==> config.mk <==
export PLATFORM = sky130hd
export DESIGN_NAME = cpuCore
export DESIGN_NICKNAME = d
export VERILOG_FILES = /design/src/cpu_pkg.sv /design/src/aluUnit.sv /design/src/cpuCore.sv /design/src/phaseSequencer.sv /design/src/registerFile.sv
export VERILOG_INCLUDE_DIRS = /design/src
export SDC_FILE = /design/constraint.sdc
export NUM_CORES = 1
export LEC_CHECK = 0
export BUFFER_PORTS_ARGS = -buffer_cell sky130_fd_sc_hd__buf_4
export CORE_AREA = 2 2 225 138
export DETAILED_ROUTE_END_ITERATION = 8
export DIE_AREA = 0 0 227 140
export PLACE_DENSITY = 0.61
export SKIP_LAST_GASP = 1
export SLEW_MARGIN = 20
export SYNTH_ARGS = -nofsm -noshare
export SYNTH_HDL_FRONTEND = slang
export SYNTH_SLANG_ARGS = --single-unit
export TNS_END_PERCENT = 1
==> constraint.sdc <==
create_clock -name clk -period 3.8 [get_ports clk]
set_input_delay 0.38 -clock clk [delete_from_list [all_inputs] [get_ports clk]]
set_output_delay 0.38 -clock clk [all_outputs]
set_load 0.03 [all_outputs]
==> src/cpu_settings.svh <==
`ifndef CPU_SETTINGS_SVH
`define CPU_SETTINGS_SVH

//////////////////////////////
// Datapath
//////////////////////////////

`define DATA_WIDTH 8       // One data word

// Register file geometry
`define REG_COUNT 16
`define REG_ADDR_WIDTH 4

//////////////////////////////
// Instruction fields
//////////////////////////////

`define OPCODE_WIDTH 5     // Opcode field of the 25-bit word

// Low operand bits taken as shift amount
`define SHIFT_WIDTH 3

`endif

==> src/cpu_pkg.sv <==
`include "cpu_settings.svh"

package cpu_pkg;

  typedef logic [`DATA_WIDTH-1:0] dataT;
  typedef logic [`REG_ADDR_WIDTH-1:0] regAddrT;

  // Kept ALU opcodes, every one writes its destination
  typedef enum logic [`OPCODE_WIDTH-1:0] {
    opLoadImm = 5'd0,
    opAdd     = 5'd1,
    opSub     = 5'd2,
    opAddImm  = 5'd3,
    opSubImm  = 5'd4,
    opAnd     = 5'd5,
    opOr      = 5'd6,
    opXor     = 5'd7,
    opShl     = 5'd8,
    opShr     = 5'd9
  } opcodeT;

  // Instruction phases
  typedef enum logic [1:0] {
    phaseIdle    = 2'd0,   // Waiting for an instruction
    phaseRead    = 2'd1,   // Register operands fetched
    phaseExecute = 2'd2,   // ALU result and flags captured
    phaseWrite   = 2'd3    // Result offered, written on transfer
  } phaseT;

endpackage

==> src/aluUnit.sv <==
`timescale 1ns/1ps
`include "cpu_settings.svh"

module aluUnit import cpu_pkg::*; (
  input  logic   clk,
  input  logic   Reset,
  input  logic   executeEnable,
  input  opcodeT opcode,
  input  dataT   operand1,
  input  dataT   operand2Reg,
  input  dataT   immediate,
  output dataT   result,
  output logic   zeroFlag,
  output logic   carryFlag
);

  dataT                    operand2;
  dataT                    addend;
  logic                    subtract;
  logic [`SHIFT_WIDTH-1:0] shiftAmount;
  logic [`DATA_WIDTH:0]    sumWide;     // Top bit is carry out
  dataT                    aluValue;
  logic                    aluCarry;
  logic                    updateFlags;

  //////////////////////////////
  // Operand select and adder
  //////////////////////////////

  assign operand2 = (opcode == opAddImm || opcode == opSubImm) ? immediate : operand2Reg;
  assign subtract = (opcode == opSub || opcode == opSubImm);
  assign shiftAmount = operand2[`SHIFT_WIDTH-1:0];

  // Subtract as op1 + ~op2 + 1, carry set means no borrow
  assign addend  = subtract ? ~operand2 : operand2;
  assign sumWide = {1'b0, operand1} + {1'b0, addend} + {{`DATA_WIDTH{1'b0}}, subtract};

  always_comb begin
    aluValue    = immediate;
    aluCarry    = 1'b0;
    updateFlags = 1'b1;
    case (opcode)
      opAdd, opSub, opAddImm, opSubImm: begin
        aluValue = sumWide[`DATA_WIDTH-1:0];
        aluCarry = sumWide[`DATA_WIDTH];
      end
      opAnd: aluValue = operand1 & operand2;
      opOr:  aluValue = operand1 | operand2;
      opXor: aluValue = operand1 ^ operand2;
      opShl: begin
        aluValue = operand1 << shiftAmount;
        aluCarry = operand1[`DATA_WIDTH-1];  // Edge bit shifted out first
      end
      opShr: begin
        aluValue = operand1 >> shiftAmount;
        aluCarry = operand1[0];
      end
      default: begin
        // Load immediate, also for unused codes
        updateFlags = 1'b0;
      end
    endcase
  end

  //////////////////////////////
  // Result and flag registers
  //////////////////////////////

  always_ff @(posedge clk or posedge Reset) begin
    if (Reset) begin
      result    <= '0;
      zeroFlag  <= 1'b0;
      carryFlag <= 1'b0;
    end else if (executeEnable) begin
      result <= aluValue;
      if (updateFlags) begin
        zeroFlag  <= (aluValue == '0);
        carryFlag <= aluCarry;
      end
    end
  end

endmodule

==> src/cpuCore.sv <==
`timescale 1ns/1ps

module cpuCore import cpu_pkg::*; (
  input  logic    clk,
  input  logic    Reset,
  // Instruction handshake
  input  logic    instrValid,
  output logic    instrReady,
  input  opcodeT  instrOpcode,
  input  regAddrT instrDest,
  input  regAddrT instrSrc1,
  input  regAddrT instrSrc2,
  input  dataT    instrImm,
  // Result handshake
  output logic    resultValid,
  input  logic    resultReady,
  output regAddrT resultDest,
  output dataT    resultData,
  // Flags
  output logic    zeroFlag,
  output logic    carryFlag
);

  logic    readEnable;
  regAddrT readAddr1;
  regAddrT readAddr2;
  logic    executeEnable;
  opcodeT  latchedOpcode;
  dataT    latchedImm;
  logic    writeEnable;
  dataT    readData1;
  dataT    readData2;

  phaseSequencer sequencer (
    .clk(clk), .Reset(Reset),
    .instrValid(instrValid), .instrReady(instrReady), .instrOpcode(instrOpcode),
    .instrDest(instrDest), .instrSrc1(instrSrc1), .instrSrc2(instrSrc2), .instrImm(instrImm),
    .resultValid(resultValid), .resultReady(resultReady), .resultDest(resultDest),
    .readEnable(readEnable), .readAddr1(readAddr1), .readAddr2(readAddr2),
    .executeEnable(executeEnable), .latchedOpcode(latchedOpcode),
    .latchedImm(latchedImm), .writeEnable(writeEnable)
  );

  // Write data is the ALU result on offer
  registerFile regFile (
    .clk(clk), .Reset(Reset),
    .readEnable(readEnable), .readAddr1(readAddr1), .readAddr2(readAddr2),
    .writeEnable(writeEnable), .writeAddr(resultDest), .writeData(resultData),
    .readData1(readData1), .readData2(readData2)
  );

  aluUnit alu (
    .clk(clk), .Reset(Reset), .executeEnable(executeEnable),
    .opcode(latchedOpcode), .operand1(readData1), .operand2Reg(readData2),
    .immediate(latchedImm), .result(resultData),
    .zeroFlag(zeroFlag), .carryFlag(carryFlag)
  );

endmodule

==> src/phaseSequencer.sv <==
`timescale 1ns/1ps

module phaseSequencer import cpu_pkg::*; (
  input  logic    clk,
  input  logic    Reset,
  // Instruction handshake
  input  logic    instrValid,
  output logic    instrReady,
  input  opcodeT  instrOpcode,
  input  regAddrT instrDest,
  input  regAddrT instrSrc1,
  input  regAddrT instrSrc2,
  input  dataT    instrImm,
  // Result handshake
  output logic    resultValid,
  input  logic    resultReady,
  output regAddrT resultDest,
  // Datapath controls
  output logic    readEnable,
  output regAddrT readAddr1,
  output regAddrT readAddr2,
  output logic    executeEnable,
  output opcodeT  latchedOpcode,
  output dataT    latchedImm,
  output logic    writeEnable
);

  phaseT phase;
  logic  instrAccept;
  logic  resultTransfer;

  //////////////////////////////
  // Handshakes and phase strobes
  //////////////////////////////

  assign instrReady     = (phase == phaseIdle);
  assign instrAccept    = instrValid && instrReady;
  assign resultValid    = (phase == phaseWrite);
  assign resultTransfer = resultValid && resultReady;

  assign readEnable    = (phase == phaseRead);
  assign executeEnable = (phase == phaseExecute);
  assign writeEnable   = resultTransfer;  // Register write at transfer edge

  //////////////////////////////
  // Phase register
  //////////////////////////////

  always_ff @(posedge clk or posedge Reset) begin
    if (Reset) begin
      phase <= phaseIdle;
    end else begin
      case (phase)
        phaseIdle: begin
          if (instrAccept) begin
            phase <= phaseRead;
          end
        end
        phaseRead: begin
          phase <= phaseExecute;
        end
        phaseExecute: begin
          phase <= phaseWrite;
        end
        phaseWrite: begin
          // Back-pressure holds here
          if (resultTransfer) begin
            phase <= phaseIdle;
          end
        end
        default: begin
          phase <= phaseIdle;
        end
      endcase
    end
  end

  // Instruction latch, loaded only on acceptance
  always_ff @(posedge clk) begin
    if (instrAccept) begin
      latchedOpcode <= instrOpcode;
      latchedImm    <= instrImm;
      resultDest    <= instrDest;  // Stable through Write
      readAddr1     <= instrSrc1;
      readAddr2     <= instrSrc2;
    end
  end

endmodule

==> src/registerFile.sv <==
`timescale 1ns/1ps
`include "cpu_settings.svh"

module registerFile import cpu_pkg::*; (
  input  logic    clk,
  input  logic    Reset,
  input  logic    readEnable,
  input  regAddrT readAddr1,
  input  regAddrT readAddr2,
  input  logic    writeEnable,
  input  regAddrT writeAddr,
  input  dataT    writeData,
  output dataT    readData1,
  output dataT    readData2
);

  dataT regs [`REG_COUNT];

  //////////////////////////////
  // Write port
  //////////////////////////////

  always_ff @(posedge clk or posedge Reset) begin
    if (Reset) begin
      for (int i = 0; i < `REG_COUNT; i++) begin
        regs[i] <= '0;
      end
    end else if (writeEnable) begin
      regs[writeAddr] <= writeData;
    end
  end

  //////////////////////////////
  // Registered read ports
  //////////////////////////////

  // Captured on the edge leaving Read
  always_ff @(posedge clk) begin
    if (readEnable) begin
      readData1 <= regs[readAddr1];
      readData2 <= regs[readAddr2];  // Unused by immediate opcodes
    end
  end

endmodule

==> impl_summary.txt <==
----------------------------------------------------
[Run status]
  Run status ... finished, final reports clean

[Power]
  Power density relative to cell area ... 712.8 mW/mm^2
  Pleak ... 5.121 nW
  Internal power ... 5.396 mW
  Sequential fraction of design power ... 39.1%
  Switching fraction of total power ... 37.86%
  Maximum vdd ir drop ... 0.5164 mV
  Net load switching power ... 3.287 mW
  Logic pwr share ... 40.1%
  Relative contribution of the clock network to total power ... 20.8%

[Die]
  Chip height ... 140 um
  Core Rows ... 49
  Core Region ... 0.02967 mm^2
  Number of placed I/O pins ... 45
  Die Width ... 227 um
  Die footprint ... 0.03178 mm^2
  Starting Density ... 34.74%

[Synthesis]
  Synth top area share ... 33.99%
  Synthesized cell area ... 0.01031 mm^2
  Number of warnings reported in the yosys synthesis log ... 0
  Async set-reset flop share out of synthesis ... 77.35%
  Post-synth net total ... 810
  Mean instance size in the synthesized netlist ... 13.72 um^2
  Synthesized-area fraction occupied by xor and xnor cells ... 1.020%
  Cell type with the highest aggregate area in the netlist ... sky130_fd_sc_hd__dfrtp_1
  Dominant combinational cell family by area after synthesis ... multiplexers
  Ys flop type ... sky130_fd_sc_hd__dfrtp_1
  Compound-Gate Fraction of Synth Area ... 6.919%
  Sequential fraction of the synthesis area ... 45.93%
  Main area contributors after synthesis ... sky130_fd_sc_hd__dfrtp_1 34%, sky130_fd_sc_hd__mux4_2 17%, sky130_fd_sc_hd__mux2_2 15%, sky130_fd_sc_hd__edfxtp_1 12%, sky130_fd_sc_hd__ha_1 3.5%
  Number of synthesized register bits ... 181
  Number of synthesized flops with an enable pin ... 41
  Multiplexer area fraction after synthesis ... 33.03%
  Synth Area in Adders ... 3.714%
  Number of standard cells after synthesis ... 751
  Count of cell types in the netlist ... 67
  Fraction of the mapped netlist area in simple logic gates ... 6.397%

[Final layout]
  Area delta synth->final ... 18.18%
  Diode count ... 0
  Util after Layout ... 41.05%
  Final std cell area, no fill ... 0.01218 mm^2
  Filler Cells Inserted ... 2,764
  Final net count ... 885
  Fraction of layout cells with a size suffix above 1 ... 45.65%

[Placed design]
  Routability Congestion ... 0.9743
  DPL Wire Length ... 21,440 um
  Placed inst area ... 0.01135 mm^2
  Worst setup timing slack at the placement stage ... -0.1269 ns
  Number of port buffers ... 44

[Timing]
  Setup repair after global routing missed its margin ... true
  Hold violation total from the final report ... 0
  Transition time at the pin with the least slew margin ... 0.8228 ns
  Achievable Freq ... 266.6 MHz
  Final-report max-slew violation count ... 0
  Share of the clock period used by the worst path after layout ... 98.72%
  Setup violations, final ... 0
  Final Skew ... 0.01194 ns
  Clock period minus worst slack ... 3.751 ns
  Final Hold Slack ... 0.02868 ns
  Worst Setup Slack, final ... 0.04856 ns
  Worst slew margin ... 45.15%
  Setup TNS ... 0 ns

[GRT]
  Via count of the first global-routing pass ... 6,862
  Total gr overflow ... 0
  First-pass GRT wire length ... 45,270 um
  Maximum number of pins on one net before global-route repair ... 89
  Global router's overall resource usage ... 19.63%
  Antenna violations before repair ... 0

[Routing]
  Iter 0 DRT Violations ... 805
  DRC violation count after routing ... 0
  Number of optimization iterations in the first detailed-route pass ... 5
  DRT Wirelength ... 29,850 um
  Vias per std cell ... 5.704
  Final ANT Viol Nets ... 0
  Total vias in the final route ... 7,113
  DR WL/cell ... 23.94 um

[Clock network]
  Max H-tree Level ... 4
  TritonCTS clock tree ... yes
  Clock buffer count from CTS ... 17
  Hold-fix buffers, CTS ... 0
  Clock input transition at the sequential cells of the worst setup and hold paths ... 0.07 ns
  Clk sinks ... 181
  Max Root-Sink Buffers ... 2
  Clk Latency, worst-skew pair ... 0.45 ns
  Clock tree root driver cell ... sky130_fd_sc_hd__clkbuf_16

[Worst hold path]
  Worst hold-check path type ... input port to asynchronous set/reset pin

[Critical path]
  Cell repeated most along the worst path ... sky130_fd_sc_hd__buf_4
  Max FO, Critical Path ... 8
  Type of the worst setup path ... register to register
  CP max stage delay ... 0.53 ns
  Ordered cell list for the critical path ... buf_6 -> buf_4 -> nor3_1 -> nand2_2 -> buf_4 -> xor2_1 -> ha_1 -> a21o_1 -> a31oi_4 -> xnor2_1 -> a21oi_1 -> a31oi_1 -> o21bai_1 -> or4_4 -> o31ai_4
  Worst path bufs/invs ... 3
  Required time of the worst setup path ... 4.15 ns
  Critical Path Source Type ... register
  Standard cell with the maximum stage delay on the critical path ... sky130_fd_sc_hd__or4_4
  Critical Path Sink Type ... register
  Arrival time worst endpoint ... 4.11 ns
  Kind of cell with the highest combined delay on the critical path ... simple AND/OR/NAND/NOR gates

[Job]
  Count of maximum capacitance violations ... 0

----------------------------------------------------
-- state kept, by name (all words and copies together), names as in the netlist --
name / cells
alu.carryFlag: 1
alu.result: 8
alu.zeroFlag: 1
regFile.readData1: 8
regFile.readData2: 8
regFile.regs: 128
sequencer.latchedImm: 8
sequencer.latchedOpcode: 5
sequencer.phase: 2
sequencer.readAddr1: 4
sequencer.readAddr2: 4
sequencer.resultDest: 4
-- Yosys cell counts (8+ instances only) --
library cell / n
sky130_fd_sc_hd__a21oi_1: 23
sky130_fd_sc_hd__buf_1: 11
sky130_fd_sc_hd__clkbuf_1: 29
sky130_fd_sc_hd__dfrtp_1: 140
sky130_fd_sc_hd__edfxtp_1: 41
sky130_fd_sc_hd__ha_1: 29
sky130_fd_sc_hd__inv_1: 23
sky130_fd_sc_hd__mux2_2: 135
sky130_fd_sc_hd__mux4_2: 80
sky130_fd_sc_hd__nand2_1: 31
sky130_fd_sc_hd__nand3_1: 10
sky130_fd_sc_hd__nor2_1: 36
sky130_fd_sc_hd__nor3_1: 10
sky130_fd_sc_hd__o21ai_0: 27
sky130_fd_sc_hd__xor2_1: 8
-- cell families after synthesis --
group,Yosys count
AOI/OAI and AO/OA,106
muxes,222
buffers and inverters,71
adders and majority gates,30
and+or+nand+nor,129
xor gates and xnor gates,12
DFF,181
-- final timing paths --
check | slack, ns | from | cells past startpoint | to
max | 0.05 | sequencer.latchedOpcode[0] | 15 | alu.zeroFlag
min | 0.03 | Reset | 3 | regFile.regs[22]
max reg2reg | 0.05 | sequencer.latchedOpcode[0] | 15 | alu.zeroFlag
min reg2reg | 0.50 | regFile.regs[112] | 2 | regFile.regs[112]
max in group asynchronous | 3.29 | Reset | 3 | regFile.regs[91]
min in group clk | 0.10 | instrOpcode[4] | 1 | sequencer.latchedOpcode[4]
-- power by group through the flow --
stage | logic, mW | registers [mW] | clock network, mW
after floorplan | 2.34 | 3.12 | 0
after global placement | 3.19 | 3.38 | 0
after detailed placement | 3.22 | 3.39 | 0
after CTS | 3.25 | 3.37 | 1.84
after global routing | 3.74 | 3.49 | 1.92
final | 3.48 | 3.39 | 1.81
-- cell usage in the layout (no fill, tap or decap), types with 10 or more instances in the layout --
cell type / instances
sky130_fd_sc_hd__buf_4: 96
sky130_fd_sc_hd__clkbuf_16: 17
sky130_fd_sc_hd__ha_1: 26
sky130_fd_sc_hd__o21ai_0: 25
sky130_fd_sc_hd__inv_1: 22
sky130_fd_sc_hd__nor3_1: 10
sky130_fd_sc_hd__mux2_2: 134
sky130_fd_sc_hd__mux4_2: 80
sky130_fd_sc_hd__nand2_1: 29
sky130_fd_sc_hd__nor2_1: 36
sky130_fd_sc_hd__nand3_1: 10
sky130_fd_sc_hd__a21oi_1: 20
sky130_fd_sc_hd__dfrtp_1: 140
sky130_fd_sc_hd__edfxtp_1: 41
-- worst reg2reg max path, delay by kind of cell (launching register included) --
| kind | cells | cell delay [ns] |
|---|---|---|
| AOI/OAI and AO/OA | 6 | 1.06 |
| xor gates and xnor gates | 2 | 0.24 |
| adders and majority gates | 1 | 0.29 |
| buffers and inverters | 3 | 0.56 |
| DFF | 1 | 0.45 |
| and+or+nand+nor | 3 | 1.06 |
-- metal layers --
metal	track usage [%]	part of all wire, %	vias up
li1	-	-	3067
met1	31.34	49	3702
met2	25.33	40	320
met3	6.629	9.8	24
met4	3.715	0.85	0
met5	0	0	-
-- final cells by class --
| class | count | area, um^2 | share of cell area (%) |
|---|---|---|---|
| clock inverter | 11 | 126.4 | 1.037 |
| timing repair buffer | 103 | 817.0 | 6.707 |
| tap | 408 | 510.5 | 4.191 |
| sequential | 181 | 4735 | 38.87 |
| multi-input combinational | 499 | 5434 | 44.61 |
| inverter | 24 | 98.84 | 0.8114 |
| clock buffer | 21 | 460.4 | 3.780 |
-- repair_timing --
action / in CTS / in global routing
endpoints found under the hold margin: 0 / 0
setup buffers: 1 / 8
pin swaps: 1 / 12
endpoints found under the setup margin: 1 / 1
resized for setup: 5 / 32
cloned: 0 / 0
-- per-stage QoR --
| step | total power [mW] | instances |
|---|---|---|
| 2_1_floorplan | 5.458 | 751 |
| 3_3_place_gp | 6.569 | 1207 |
| 3_5_place_dp | 6.613 | 1207 |
| 4_1_cts | 8.459 | 1240 |
| 5_1_grt | 9.160 | 1247 |
| 6_report | 8.684 | 1247 |
(Power assumes the default switching activity.)
